## src/vga_macros.svh

```systemverilog
/*
 * Raster timing, frame-buffer geometry and reset synchronizer depth
 */

`ifndef VGA_MACROS_SVH
`define VGA_MACROS_SVH

// ====================
// Horizontal timing, in pixel clocks
// ====================
`define VGA_H_VISIBLE 640
`define VGA_H_FRONT 16
`define VGA_H_SYNC 96
`define VGA_H_BACK 48
`define VGA_H_TOTAL 800

// ====================
// Vertical timing, in lines
// ====================
`define VGA_V_VISIBLE 480
`define VGA_V_FRONT 10
`define VGA_V_SYNC 2
`define VGA_V_BACK 33
`define VGA_V_TOTAL 525

// Buffer geometry, one word row covers four display lines
`define VGA_WORDS_PER_ROW 80
`define VGA_MEM_WORDS 9600
`define VGA_ADDR_W 14

// Flops in the reset synchronizer
`define VGA_RST_SYNC_STAGES 4

`endif

```

## src/vgaPkg.sv

```systemverilog
/*
 * Shared types: core request, colour and sync outputs, raster position
 */

package vgaPkg;

    // Core request into the frame buffer, byte addressed
    typedef struct packed {
        logic [31:0] data;
        logic [31:0] address;
        logic [3:0]  byteEn;
        logic        wrEn;
        logic        rdEn;
    } coreReqT;

    // 4 bits per colour channel
    typedef struct packed {
        logic [3:0] red;
        logic [3:0] green;
        logic [3:0] blue;
    } rgbT;

    // Both pulses are active low
    typedef struct packed {
        logic hSync;
        logic vSync;
    } syncT;

    // Raster state from the sync generator
    // pixelX holds the horizontal count without its low bit
    typedef struct packed {
        syncT       sync;
        logic       inDisplay;
        logic [8:0] pixelX;
        logic [8:0] lineY;
    } rasterT;

endpackage

```

## src/vgaPixelFetch.sv

```systemverilog
/*
 * Frame-buffer address generation and pixel bit select
 * Two-stage pipeline with sync and display flag delayed alongside
 */

`timescale 1ns/100ps
`include "vga_macros.svh"

module vgaPixelFetch
    import vgaPkg::*;
(
    input  logic                   clk25,
    input  logic                   arstN,
    input  rasterT                 raster,
    output logic [`VGA_ADDR_W-1:0] pixAddr,
    input  logic [31:0]            pixWord,
    output logic                   pixelOn,
    output rasterT                 rasterOut
);

    localparam int AddrW = `VGA_ADDR_W;
    localparam logic [6:0] LastWord = 7'(`VGA_WORDS_PER_ROW - 1);
    // Syncs inactive, nothing on screen
    localparam rasterT RasterIdle = '{sync: '{hSync: 1'b1, vSync: 1'b1},
                                      inDisplay: 1'b0, pixelX: '0, lineY: '0};

    logic [2:0]       bitCnt;
    logic [6:0]       wordCnt;
    logic             wordDone;
    logic [AddrW-1:0] rowBase;
    logic [AddrW-1:0] nextAddr;
    logic [2:0]       bitQ1, bitQ2;
    logic [1:0]       byteQ1, byteQ2;
    rasterT           rasterQ1, rasterQ2;

    // ====================
    // Offset counters
    // ====================
    assign wordDone = (bitCnt == 3'd7);

    always_ff @(posedge clk25 or negedge arstN) begin
        if (!arstN) begin
            bitCnt  <= '0;
            wordCnt <= '0;
        end else begin
            // Bit counter parked at zero in blanking
            bitCnt <= raster.inDisplay ? bitCnt + 3'd1 : 3'd0;
            if (wordDone) begin
                wordCnt <= (wordCnt == LastWord) ? '0 : wordCnt + 7'd1;
            end
        end
    end

    // Word row of this line times 80, plus the word offset
    assign rowBase  = AddrW'(raster.lineY[8:2]) * AddrW'(`VGA_WORDS_PER_ROW);
    assign nextAddr = raster.inDisplay ? rowBase + AddrW'(wordCnt) : '0;

    // ====================
    // Stage 1 address, stage 2 select
    // ====================
    always_ff @(posedge clk25 or negedge arstN) begin
        if (!arstN) begin
            pixAddr  <= '0;
            rasterQ1 <= RasterIdle;
            rasterQ2 <= RasterIdle;
        end else begin
            pixAddr  <= nextAddr;
            rasterQ1 <= raster;
            rasterQ2 <= rasterQ1;
        end
    end

    // Offsets ride along with the read
    always_ff @(posedge clk25) begin
        bitQ1  <= bitCnt;
        byteQ1 <= raster.lineY[1:0];
        bitQ2  <= bitQ1;
        byteQ2 <= byteQ1;
    end

    // Byte lane picks the line, bit picks the pixel
    assign pixelOn   = pixWord[{byteQ2, bitQ2}];
    assign rasterOut = rasterQ2;

    a_addrRange: assert property (@(posedge clk25) disable iff (!arstN)
        pixAddr < `VGA_MEM_WORDS);

    // Counters stay locked to the sync generator's column
    a_columnLock: assert property (@(posedge clk25) disable iff (!arstN)
        raster.inDisplay |-> ({wordCnt, bitCnt[2:1]} == raster.pixelX));

endmodule

```

## config.mk

```make
export PLATFORM = sky130hd
export DESIGN_NAME = vgaPixelFetch
export DESIGN_NICKNAME = d
export VERILOG_FILES = /design/src/vgaPkg.sv /design/src/vgaPixelFetch.sv
export VERILOG_INCLUDE_DIRS = /design/src /design/src/src
export SDC_FILE = /design/constraint.sdc
export NUM_CORES = 1
export LEC_CHECK = 0
export ABC_AREA = 1
export BUFFER_PORTS_ARGS = -buffer_cell sky130_fd_sc_hd__buf_4
export CORE_MARGIN = 1.5
export CORE_UTILIZATION = 51
export DETAILED_ROUTE_END_ITERATION = 10
export PLACE_DENSITY = 0.79
export SLEW_MARGIN = 20
export SYNTH_ARGS = -nofsm -noshare
export SYNTH_HDL_FRONTEND = slang
export SYNTH_SLANG_ARGS = --single-unit
export TNS_END_PERCENT = 100
```

## constraint.sdc

```tcl
create_clock -name clk25 -period 2.1 [get_ports clk25]
set_input_delay 0.42 -clock clk25 [delete_from_list [all_inputs] [get_ports clk25]]
set_output_delay 0.42 -clock clk25 [all_outputs]
set_load 0.1 [all_outputs]
```

==> impl_metrics.toml <==
[global_route]
grt_first_pass_wirelength_um = 9760
first_global_vias = 2242
antenna_found_initial = 0
track_usage_pct = 20.5
grt_max_degree = 67
grt_overflow = 0

[critical_path]
regToRegStartpoint = "wordCnt[4]"
cp_num_buf_inv = 2
crit_start = "bitQ2[0]"
r2r_cells = 11
r2r-end = "pixAddr[12]"
worst_path_max_delay_cell = "dfxtp_4"
r2r_slack_ns = 0.32
required_ns = 1.68
start_kind = "flip-flop"
crit_type = "flip-flop to primary output"
critical-path-max-stage-delay_ns = 0.39
arrival_ns = 1.58
endpoint_kind = "primary output"
path_cells = "buf_2, nand2_1, nand3_1, nand3_1, nand2_1, nand2_1, nand3_1, and2_4, buf_12"
crit_fanout = 4
path_delay_family = "simple AND/OR/NAND/NOR gates"

[clock_tree]
post_cts_buffers = 0
cts_buffers = 9
tritoncts = "done"
cts_sinks = 76
cts_hold_buf = 0
cts-htree-levels = 3
clkSlewWorstSetupHoldPaths_ns = 0.08
clock_path_buffers = 2
clk_latency_ns = 0.34
cts_root_buf = "clkbuf_8"

[hold_path]
holdCritPathClass = "input port to asynchronous set/reset pin"

[yosys]
yosysWarningCount = 0
ys_ff_latch = 76
seq_area_frac_synth_pct = 61.7
syn_avg_cell_area_um2 = 10.3
synth-adder-area-share_pct = 7.98
synth-compound-area-share_pct = 2.87
synth_top_family_by_area = "simple AND/OR/NAND/NOR gates"
syn_area_um2 = 3010
synth_nets = 365
synth_cell_types = 26
synth_cells = 292
synthSimpleGateAreaFrac_pct = 20.7
muxShareOfSynthArea_pct = 0.374
synthXorXnorAreaFrac_pct = 0.582

[die]
core_um2 = 5610
die_area_um2 = 6380
num_rows = 27
start_util_pct = 53.7
die_x_um = 79.8
die_h_um = 79.8
top_level_ports = 91

[final_layout]
syn_to_final_growth_pct = 35.5
insertedDiodeCount = 0
final_util_pct = 72.8
nNetsFinal = 470
final_cells = 474
drive_gt1_share_pct = 33.6

[pwr]
p_per_area_nw_per_um2 = 885
finalPower_mw = 3.61
leakage_nw = 2.16
ir_worst_vdd_mv = 0.652

[route]
drc = 0
viasPerCell = 4.81
drt_iter0_markers = 62
wl_per_cell_um = 12.7
ant_nets = 0
first_pass_iters = 4
wirelength_um = 6010
dr_total_vias = 2278

[sta]
hold_viol = 0
fin_crit_sh_pct = 95.2
worstMarginPinSlew_ns = 0.786
final_max_slew_viol_count = 0
fmax_mhz = 500
setup_viol = 0
rsz0062_at_grt = "true"
maxSlewHeadroom_pct = 47.6
finClkSkew_ns = 0.00946
period_needed_ns = 2.00

[run]
maxCapViolCount = 0

[placed_design]
dpl.cell_count = 457
gp_congestion = 0.800
dp_hpwl_um = 4290
io_buffer_count = 90

[run_status]
status = "completed"
## state kept, by name, summed over array words and instances, names as in the netlist
register,count
bitCnt,3
rasterQ1,21
byteQ1,2
byteQ2,2
bitQ1,3
bitQ2,3
wordCnt,7
rasterOut,21
pixAddr,14
## timing repair
| action | CTS | global route |
|---|---|---|
| setup endpoints to repair | 1 | 2 |
| gates resized for setup | 6 | 7 |
| pin swaps | 0 | 3 |
| cloned | 0 | 1 |
## through the flow
stage,setup slack (ns),setup TNS [ns],hold slack [ns],cell area [um^2]
2_1_floorplan,0.0196,0,0.124,3040
3_3_place_gp,-0.162,-0.259,0.311,3820
3_5_place_dp,-0.234,-0.566,0.312,3820
4_1_cts,0.0286,0,0.158,4060
5_1_grt,-0.00368,-0.00368,0.154,4080
6_report,0.0999,0,0.156,4080
## placed cells by master (no fill, tap or decap), drive strengths merged, types with 6 or more instances in the layout
cell type  synthesis  routed
dfrtp             62      62
ha                16      16
dfxtp             10      10
nand3             38      38
buf                4      99
nor2              13      13
nand2             79      79
o21ai              6       6
inv               34      36
a21oi             10      10
clkbuf             1      10
## where the power goes
part / switching, mW / internal (mW)
sequential: 0.0390 / 1.55
clock: 0.544 / 0.682
combinational: 0.554 / 0.245
## how the worst max path moves through the flow
stage / endpoint / slack [ns] / depth (start not counted)
after global placement: pixAddr[12] / -0.16 / 13
after detailed placement: pixAddr[12] / -0.23 / 13
after floorplan: pixelOn / 0.02 / 10
after CTS: pixelOn / 0.03 / 9
final: pixelOn / 0.1 / 9
after global routing: pixelOn / -0.004 / 9
## cell usage after synthesis (all sizes together)
cell	instances	area share (%)
ha	16	6.6
dfrtp	62	52
nor2	13	1.9
a31oi	1	0.21
inv	34	4.3
nor3b	3	0.91
clkbuf	1	0.12
o21ai	6	1.0
and2	1	0.21
mux2	1	0.37
xor2	2	0.58
buf	4	1.4
nand2	79	10
a21oi	10	1.7
or2	1	0.21
dfstp	4	3.5
nand3	38	6.3
dfxtp	10	6.6
fa	2	1.3
nor3	3	0.50
nor4	1	0.71
## routing by layer
| metal | routed length (um) | vias to the layer above | global-route usage, % | share of wire, % |
|---|---|---|---|---|
| li1 | - | 1141 | - | - |
| met3 | 465 | 10 | 7.66 | 7.7 |
| met2 | 2910 | 77 | 34.6 | 48 |
| met4 | 95 | 0 | 6.38 | 1.6 |
| met1 | 2530 | 1050 | 24.2 | 42 |
| met5 | 0 | - | 0 | 0 |
## final cells by class
type | count | area (um^2)
multi-input cells | 177 | 1010
inverters | 34 | 133
well taps | 72 | 90.1
clock buffers | 10 | 128
clock inverters | 6 | 95.1
flip-flops and latches | 76 | 1860
fillers | 404 | 1530
repair buffers | 99 | 761
## worst reg2reg max path, stage by stage (launching register included)
cell and delay [ns]:
dfrtp_1 0.46, ha_1 0.25, fa_1 0.41, nand2_1 0.09, nand2_1 0.06, nand2_1 0.10
nor2_2 0.06, nand3_1 0.07, nor2_2 0.05, nand2_1 0.05, nand2_1 0.05, nor2_1 0.08
## kinds of logic after synthesis
group,Yosys count
XOR/XNOR,2
adder cells (fa/ha/maj),18
flip-flops,76
AND/OR/NAND/NOR,139
AO/OA/AOI/OAI,17
buffers and inverters,39
multiplexers,1
No activity file was read; power rests on OpenSTA's default activity.
