--- src/vga_macros.svh ---
/*
 * Raster timing, frame-buffer geometry and reset synchronizer depth
 */

`ifndef VGA_MACROS_SVH
`define VGA_MACROS_SVH

// ====================
// Horizontal timing, in pixel clocks
// ====================
`define VGA_H_VISIBLE 640
`define VGA_H_FRONT 16
`define VGA_H_SYNC 96
`define VGA_H_BACK 48
`define VGA_H_TOTAL 800

// ====================
// Vertical timing, in lines
// ====================
`define VGA_V_VISIBLE 480
`define VGA_V_FRONT 10
`define VGA_V_SYNC 2
`define VGA_V_BACK 33
`define VGA_V_TOTAL 525

// Buffer geometry, one word row covers four display lines
`define VGA_WORDS_PER_ROW 80
`define VGA_MEM_WORDS 9600
`define VGA_ADDR_W 14

// Flops in the reset synchronizer
`define VGA_RST_SYNC_STAGES 4

`endif

--- src/vgaPkg.sv ---
/*
 * Shared types: core request, colour and sync outputs, raster position
 */

package vgaPkg;

    // Core request into the frame buffer, byte addressed
    typedef struct packed {
        logic [31:0] data;
        logic [31:0] address;
        logic [3:0]  byteEn;
        logic        wrEn;
        logic        rdEn;
    } coreReqT;

    // 4 bits per colour channel
    typedef struct packed {
        logic [3:0] red;
        logic [3:0] green;
        logic [3:0] blue;
    } rgbT;

    // Both pulses are active low
    typedef struct packed {
        logic hSync;
        logic vSync;
    } syncT;

    // Raster state from the sync generator
    // pixelX holds the horizontal count without its low bit
    typedef struct packed {
        syncT       sync;
        logic       inDisplay;
        logic [8:0] pixelX;
        logic [8:0] lineY;
    } rasterT;

endpackage

--- src/vgaSyncGen.sv ---
/*
 * Horizontal and line counters with sync and display-area decode
 */

`timescale 1ns/100ps
`include "vga_macros.svh"

module vgaSyncGen
    import vgaPkg::*;
(
    input  logic   clk25,
    input  logic   arstN,
    output rasterT raster
);

    // Decode points
    localparam logic [9:0] HVisible   = 10'(`VGA_H_VISIBLE);
    localparam logic [9:0] HSyncStart = 10'(`VGA_H_VISIBLE + `VGA_H_FRONT);
    localparam logic [9:0] HSyncEnd   = 10'(`VGA_H_VISIBLE + `VGA_H_FRONT + `VGA_H_SYNC);
    localparam logic [9:0] HLast      = 10'(`VGA_H_VISIBLE + `VGA_H_FRONT + `VGA_H_SYNC
                                            + `VGA_H_BACK - 1);
    localparam logic [9:0] VVisible   = 10'(`VGA_V_VISIBLE);
    localparam logic [9:0] VSyncStart = 10'(`VGA_V_VISIBLE + `VGA_V_FRONT);
    localparam logic [9:0] VSyncEnd   = 10'(`VGA_V_VISIBLE + `VGA_V_FRONT + `VGA_V_SYNC);
    localparam logic [9:0] VLast      = 10'(`VGA_V_VISIBLE + `VGA_V_FRONT + `VGA_V_SYNC
                                            + `VGA_V_BACK - 1);

    logic [9:0] hCount;
    logic [9:0] vCount;
    logic       lineDone;

    assign lineDone = (hCount == HLast);

    // ====================
    // Counters
    // ====================
    always_ff @(posedge clk25 or negedge arstN) begin
        if (!arstN) begin
            hCount <= '0;
            vCount <= '0;
        end else begin
            hCount <= lineDone ? '0 : hCount + 10'd1;
            // Line advances on the horizontal wrap
            if (lineDone) begin
                vCount <= (vCount == VLast) ? '0 : vCount + 10'd1;
            end
        end
    end

    // ====================
    // Decode, straight from the counters
    // ====================
    always_comb begin
        raster.sync.hSync = !((hCount >= HSyncStart) && (hCount < HSyncEnd));
        raster.sync.vSync = !((vCount >= VSyncStart) && (vCount < VSyncEnd));
        raster.inDisplay  = (hCount < HVisible) && (vCount < VVisible);
        // Pixel pair index, the fetch counters track it
        raster.pixelX     = hCount[9:1];
        raster.lineY      = vCount[8:0];
    end

    // Counters never leave the raster
    a_countRange: assert property (@(posedge clk25) disable iff (!arstN)
        (hCount < `VGA_H_TOTAL) && (vCount < `VGA_V_TOTAL));

endmodule

--- config.mk ---
export PLATFORM = sky130hd
export DESIGN_NAME = vgaSyncGen
export DESIGN_NICKNAME = d
export VERILOG_FILES = /design/src/vgaPkg.sv /design/src/vgaSyncGen.sv
export VERILOG_INCLUDE_DIRS = /design/src /design/src/src
export SDC_FILE = /design/constraint.sdc
export NUM_CORES = 1
export LEC_CHECK = 0
export ABC_AREA = 1
export BUFFER_PORTS_ARGS = -buffer_cell sky130_fd_sc_hd__buf_2
export CAP_MARGIN = 15
export CORE_MARGIN = 2
export CORE_UTILIZATION = 49
export CTS_CLUSTER_DIAMETER = 100
export CTS_CLUSTER_SIZE = 12
export DETAILED_ROUTE_END_ITERATION = 10
export GPL_ROUTABILITY_DRIVEN = 0
export GPL_TIMING_DRIVEN = 0
export PLACE_DENSITY = 0.84
export SYNTH_ARGS = -nofsm -noshare
export SYNTH_HDL_FRONTEND = slang
export SYNTH_SLANG_ARGS = --single-unit
--- constraint.sdc ---
create_clock -name clk25 -period 1.29 [get_ports clk25]
set_input_delay 0.0645 -clock clk25 [delete_from_list [all_inputs] [get_ports clk25]]
set_output_delay 0.0645 -clock clk25 [all_outputs]
set_load 0.005 [all_outputs]
==> flow_metrics.py, run 1 <==
metrics = {
    "outcome": {
        "status": "finished with violations",
        "violations": "setup timing",
    },
    "route": {
        "ant_nets": 0,
        "firstDrtPassIters": 4,
        "wl_per_cell_um": 14.8,
        "first_iter_violations": 56,
        "viasPerCell": 5.25,
        "drc": 0,
        "routed_wl_um": 3790,
        "vias": 1343,
    },
    "timing": {
        "drv_slew": 0,
        "layout_setup_ws_ns": -0.160,
        "rsz0062_at_grt": "true",
        "hold_viol": 0,
        "setup-violations-final": 21,
        "finClkSkew_ns": 0.00795,
        "min_period_ns": 1.45,
        "fmax_mhz": 690,
        "relSlewSlack_pct": 70.1,
        "finalCritPeriodShare_pct": 112,
        "tns_ns": -2.25,
        "worst_slew_pin_slew_ns": 0.448,
    },
    "clocking": {
        "cts_num_sinks": 20,
        "cts_tree": "done",
        "h-tree-depth": 1,
        "clock_latency_ns": 0.32,
        "clockBufferDepth": 2,
        "path_clk_slew_ns": 0.12,
        "root_buffer": "clkbuf_4",
        "cts_buffers": 3,
    },
    "yosys": {
        "ys_seq_area_share_pct": 38.4,
        "syn-num-nets": 173,
        "synth_top_area_cell": "dfrtp_1",
        "netlist.area_leader.share_pct": 38.4,
        "synth-async-reset-ratio_pct": 100,
        "synth_edf_count": 0,
        "syn_area_per_cell_um2": 7.80,
        "yosys_warnings": 0,
        "synth_ff_type": "dfrtp_1",
        "syn_area_um2": 1300,
        "synthDistinctLibCells": 23,
        "yosys-top-cells-count": "37 x nand2_1, 20 x dfrtp_1, 19 x buf_4, 18 x nor2_1, 17 x inv_1",
        "synth_area_leaders": "dfrtp_1 38%, buf_4 11%, nand2_1 11%",
        "synth-seq-cells": 20,
        "synth_most_common_cell": "nand2_1",
        "syn_inst": 167,
    },
    "placement": {
        "postPlaceCellArea_um2": 1450,
        "numPortBuffers": 22,
        "post-place-ws_ns": -0.280,
        "dp.final_hpwl_um": 1700,
    },
    "final_layout": {
        "final.fill_count": 172,
        "multi_input_area_um2": 676,
        "area_growth_pct": 43.9,
        "nNetsFinal": 233,
        "layout-drive-gt1-share_pct": 53.5,
        "ff_latch_area_um2": 510,
        "antenna_cells": 0,
        "design_area_um2": 1870,
    },
    "global_route": {
        "gr-total-overflow": 0,
        "grt_usage_pct": 23.0,
        "grt_pass1_vias": 1167,
        "antenna_found_initial": 0,
        "grt_max_degree": 21,
        "grt_pass1_wl_um": 5540,
    },
    "power_and_ir_drop": {
        "switching_power_uw": 229,
        "sw_frac_of_total_pct": 19.5,
        "vdd_drop_max_mv": 0.734,
        "clock_power_share_pct": 45.3,
        "seq_power_share_pct": 53.4,
        "comb_power_share_pct": 1.3,
        "power.density_nw_per_um2": 626,
        "p_int_uw": 944,
        "power.total_mw": 1.17,
        "power_leakage_nw": 0.997,
    },
    "worst_setup_path": {
        "r2r_slack_ns": -0.16,
        "r2r_end": "vCount[0]",
        "cp_data_arrival_time_ns": 1.67,
        "max_stage_delay_ns": 0.45,
        "critical_path_buf_inv_count": 3,
        "end_kind": "flip-flop",
        "r2r_start": "vCount[1]",
        "crit_fanout": 6,
        "reg2regPathDepth": 8,
        "worstPathCellList": "inv_2 -> ha_1 -> inv_1 -> nor2_2 -> nand4_1 -> buf_4 -> nand3_1 -> o21ai_1",
        "start_kind": "flip-flop",
        "crit_family": "flip-flops",
        "critPathKind": "reg -> reg",
        "cp.required_ns": 1.51,
        "crit_slowest_cell": "dfrtp_1",
    },
    "job": {
        "maxCapViolations": 0,
    },
    "hold_path": {
        "hold_class": "in -> async",
    },
    "floorplanning": {
        "io_pins": 23,
        "start_util_pct": 52.1,
        "core_um2": 2500,
        "rows": 18,
        "die_x_um": 55.6,
        "die_area_um2": 3090,
        "die_h_um": 55.6,
    },
}
-- per-layer routing --
metal | track usage [%] | up-vias | part of all wire (%)
li1 | - | 631 | -
met1 | 29.7 | 636 | 40
met2 | 37.8 | 64 | 50
met3 | 3.04 | 12 | 7.0
met4 | 11.5 | 0 | 3.2
met5 | 0 | - | 0
-- area by class of cell --
class | instances | area share, %
clock buffers | 3 | 1.20
repair buffers | 55 | 19.6
inverters | 18 | 3.60
multi-input cells | 108 | 36.0
clock inverters | 1 | 1.60
plain buffers | 21 | 8.68
flip-flops and latches | 20 | 27.2
well taps | 30 | 2.00
-- flip-flops by register name, summed over array words and instances (netlist names) --
| register | flops |
|---|---|
| hCount | 10 |
| vCount | 10 |
-- stage by stage --
stage | utilization [%] | cells | hold slack, ns
floorplan | - | 167 | -0.231
global placement | 58.1 | 219 | 0.0389
detailed placement | 58.1 | 219 | 0.0464
CTS | 70.4 | 247 | 0.231
global route | 75.0 | 256 | 0.224
finish | 75.0 | 256 | 0.201
-- power groups by stage --
stage	Clock (mW)	Sequential [mW]	Combinational (mW)
final	0.532	0.627	0.0151
after global routing	0.556	0.627	0.0176
after CTS	0.531	0.627	0.0166
after detailed placement	0	0.639	0.0145
after global placement	0	0.639	0.0140
after floorplan	0	0.639	0.000000407
-- timing repair --
item,CTS,global route
hold buffers,1,0
setup endpoints to repair,20,22
setup buffers,22,8
gates resized for setup,26,18
cloned,1,1
pin swaps,8,8
hold endpoints to repair,20,0
-- kinds of logic after synthesis --
family / after synthesis / share of synthesized area, %
adder cells (fa/ha/maj): 4 / 3.84
flip-flops: 20 / 38.4
XOR/XNOR: 9 / 6.05
AND/OR/NAND/NOR: 84 / 29.3
buffers and inverters: 39 / 17.4
AO/OA/AOI/OAI: 11 / 5.00
-- worst register-to-register path, delay by kind of cell, from the launching register on --
kind | cells | cell delay (ns)
AOI/OAI and AO/OA | 1 | 0.08
adders and majority gates | 1 | 0.17
buffers and inverters | 3 | 0.32
DFF | 1 | 0.45
and+or+nand+nor | 3 | 0.32
-- worst max-delay path by stage --
| stage | start | end | cells after the start |
|---|---|---|---|
| after detailed placement | hCount[0] | vCount[3] | 9 |
| after global routing | hCount[1] | vCount[3] | 9 |
| final | vCount[1] | vCount[0] | 8 |
| after floorplan | hCount[0] | vCount[7] | 9 |
| after CTS | hCount[1] | vCount[3] | 9 |
| after global placement | hCount[0] | vCount[6] | 9 |
-- cells in the final DEF, fill, tap and decap left out, types with 2 or more instances in the layout --
cell type,synthesis,routed
buf_2,1,23
dfrtp_2,0,8
inv_2,1,5
clkbuf_4,0,3
a21oi_1,2,2
nor2_2,0,3
nand2_1,37,29
buf_6,1,4
nand4_1,6,6
nor3_2,0,5
dfrtp_1,20,12
ha_1,4,3
nand2_2,1,7
buf_4,19,48
nor2_4,2,3
xor2_1,8,8
o21ai_2,2,3
nor2_1,18,14
or2_2,3,2
nor3_1,8,2
nand2_4,0,2
o21ai_1,3,4
inv_1,17,13
nand3_1,8,8
Power figures use the tool's default switching activity.
==> run 2: changes to the inputs <==
--- a/config.mk
+++ b/config.mk
@@ -17,6 +17,7 @@
 export GPL_ROUTABILITY_DRIVEN = 0
 export GPL_TIMING_DRIVEN = 0
 export PLACE_DENSITY = 0.84
+export SKIP_LAST_GASP = 1
 export SYNTH_ARGS = -nofsm -noshare
 export SYNTH_HDL_FRONTEND = slang
 export SYNTH_SLANG_ARGS = --single-unit
==> flow_metrics.py, run 2 (same netlist as run 1, synthesis figures left out) <==
metrics = {
    "route": {
        "firstDrtPassIters": 5,
        "vias": 1382,
        "routed_wl_um": 3870,
        "wl_per_cell_um": 15.1,
        "viasPerCell": 5.40,
        "ant_nets": 0,
        "first_iter_violations": 123,
        "drc": 0,
    },
    "clocking": {
        "cts_tree": "done",
        "cts_num_sinks": 20,
        "path_clk_slew_ns": 0.12,
        "clockBufferDepth": 2,
        "clock_latency_ns": 0.32,
        "root_buffer": "clkbuf_4",
        "h-tree-depth": 1,
        "cts_buffers": 3,
    },
    "floorplanning": {
        "die_h_um": 55.6,
        "start_util_pct": 52.1,
        "rows": 18,
        "die_x_um": 55.6,
        "core_um2": 2500,
        "die_area_um2": 3090,
        "io_pins": 23,
    },
    "timing": {
        "min_period_ns": 1.50,
        "drv_slew": 0,
        "fmax_mhz": 667,
        "rsz0062_at_grt": "true",
        "hold_viol": 0,
        "tns_ns": -2.33,
        "layout_setup_ws_ns": -0.210,
        "finClkSkew_ns": 0.00821,
        "finalCritPeriodShare_pct": 116,
        "fin_hold_ws_ns": 0.210,
        "relSlewSlack_pct": 69.6,
        "setup-violations-final": 22,
        "worst_slew_pin_slew_ns": 0.457,
    },
    "placement": {
        "dp.cells": 219,
        "dp.final_hpwl_um": 1700,
        "numPortBuffers": 22,
        "postPlaceCellArea_um2": 1450,
        "post-place-ws_ns": -0.280,
    },
    "worst_setup_path": {
        "reg2regPathDepth": 9,
        "r2r_start": "hCount[1]",
        "r2r_end": "vCount[4]",
        "crit_slowest_cell": "dfrtp_1",
        "end_kind": "flip-flop",
        "start_kind": "flip-flop",
        "r2r_slack_ns": -0.21,
        "crit_family": "simple AND/OR/NAND/NOR gates",
        "worstPathCellList": "ha_4 -> nand2_4 -> nor2_4 -> nand3_2 -> nor2_4 -> inv_2 -> buf_6 -> nand2_1 -> o21ai_2",
        "crit_start": "hCount[1]",
        "cp.required_ns": 1.50,
        "critPathKind": "reg -> reg",
        "critPathMostFrequentCell": "nor2_4",
        "critical_path_buf_inv_count": 2,
        "cp_data_arrival_time_ns": 1.71,
        "max_stage_delay_ns": 0.42,
        "crit_fanout": 5,
    },
    "final_layout": {
        "layout-drive-gt1-share_pct": 52.2,
        "area_growth_pct": 42.5,
        "final_cell_mix": "49 x buf_4, 30 x nand2_1, 23 x buf_2",
        "fin_cells": 256,
        "mostFrequentLayoutCell": "buf_4",
        "antenna_cells": 0,
        "nNetsFinal": 233,
        "reg_top3": "hCount x10, vCount x10",
        "design_area_um2": 1860,
        "fin_util_pct": 74.2,
    },
    "global_route": {
        "gr-total-overflow": 0,
        "grt_max_degree": 21,
        "antenna_found_initial": 0,
        "grt_usage_pct": 22.1,
        "grt_pass1_wl_um": 5400,
        "grt_pass1_vias": 1155,
    },
    "power_and_ir_drop": {
        "power_leakage_nw": 0.995,
        "power.total_mw": 1.17,
        "power.density_nw_per_um2": 629,
        "vdd_drop_max_mv": 0.746,
    },
    "job": {
        "maxCapViolations": 0,
    },
    "outcome": {
        "status": "finished with violations",
        "violations": "setup timing",
    },
    "hold_path": {
        "hold_class": "in -> async",
    },
}
## run 2: cell counts in the layout (fill, tap and decap cells not counted)
Identical to the previous run, type by type.
## run 2: power by group
| group | leakage (nW) | internal, mW | switching [mW] |
|---|---|---|---|
| sequential | 0.256 | 0.627 | 0 |
| combinational | 0.712 | 0.00306 | 0.0122 |
| clock | 0.0279 | 0.315 | 0.211 |
| total | 0.995 | 0.944 | 0.223 |
## run 2: worst max path at each step
stage                           end  slack, ns  cells past startpoint
after floorplan           vCount[7]      -0.12                      9
after global placement    vCount[6]      -0.26                      9
after detailed placement  vCount[3]      -0.28                      9
after CTS                 vCount[3]      -0.12                      9
after global routing      vCount[5]      -0.25                      8
final                     vCount[4]      -0.21                      9
## run 2: timing repair
action	CTS	global route
setup buffers	22	9
hold endpoints to repair	20	0
hold buffers	1	0
setup endpoints to repair	20	21
gates resized for setup	22	15
pin swaps	7	8
gates cloned	1	0
## run 2: per-layer routing
| metal | vias up | track usage (%) | wire [um] |
|---|---|---|---|
| li1 | 629 | - | - |
| met1 | 640 | 27.9 | 1550 |
| met2 | 89 | 37.2 | 1830 |
| met3 | 24 | 3.98 | 284 |
| met4 | 0 | 9.06 | 203 |
| met5 | - | 0 | 0 |
## run 2: final cells by class
| type | instances | area, um2 |
|---|---|---|
| multi-input combinational | 108 | 661 |
| fill | 165 | 644 |
| sequential | 20 | 510 |
| timing repair buffer | 55 | 364 |
| buffer | 21 | 163 |
| inverter | 18 | 67.6 |
| tap | 30 | 37.5 |
| clock inverter | 1 | 30.0 |
| clock buffer | 3 | 22.5 |
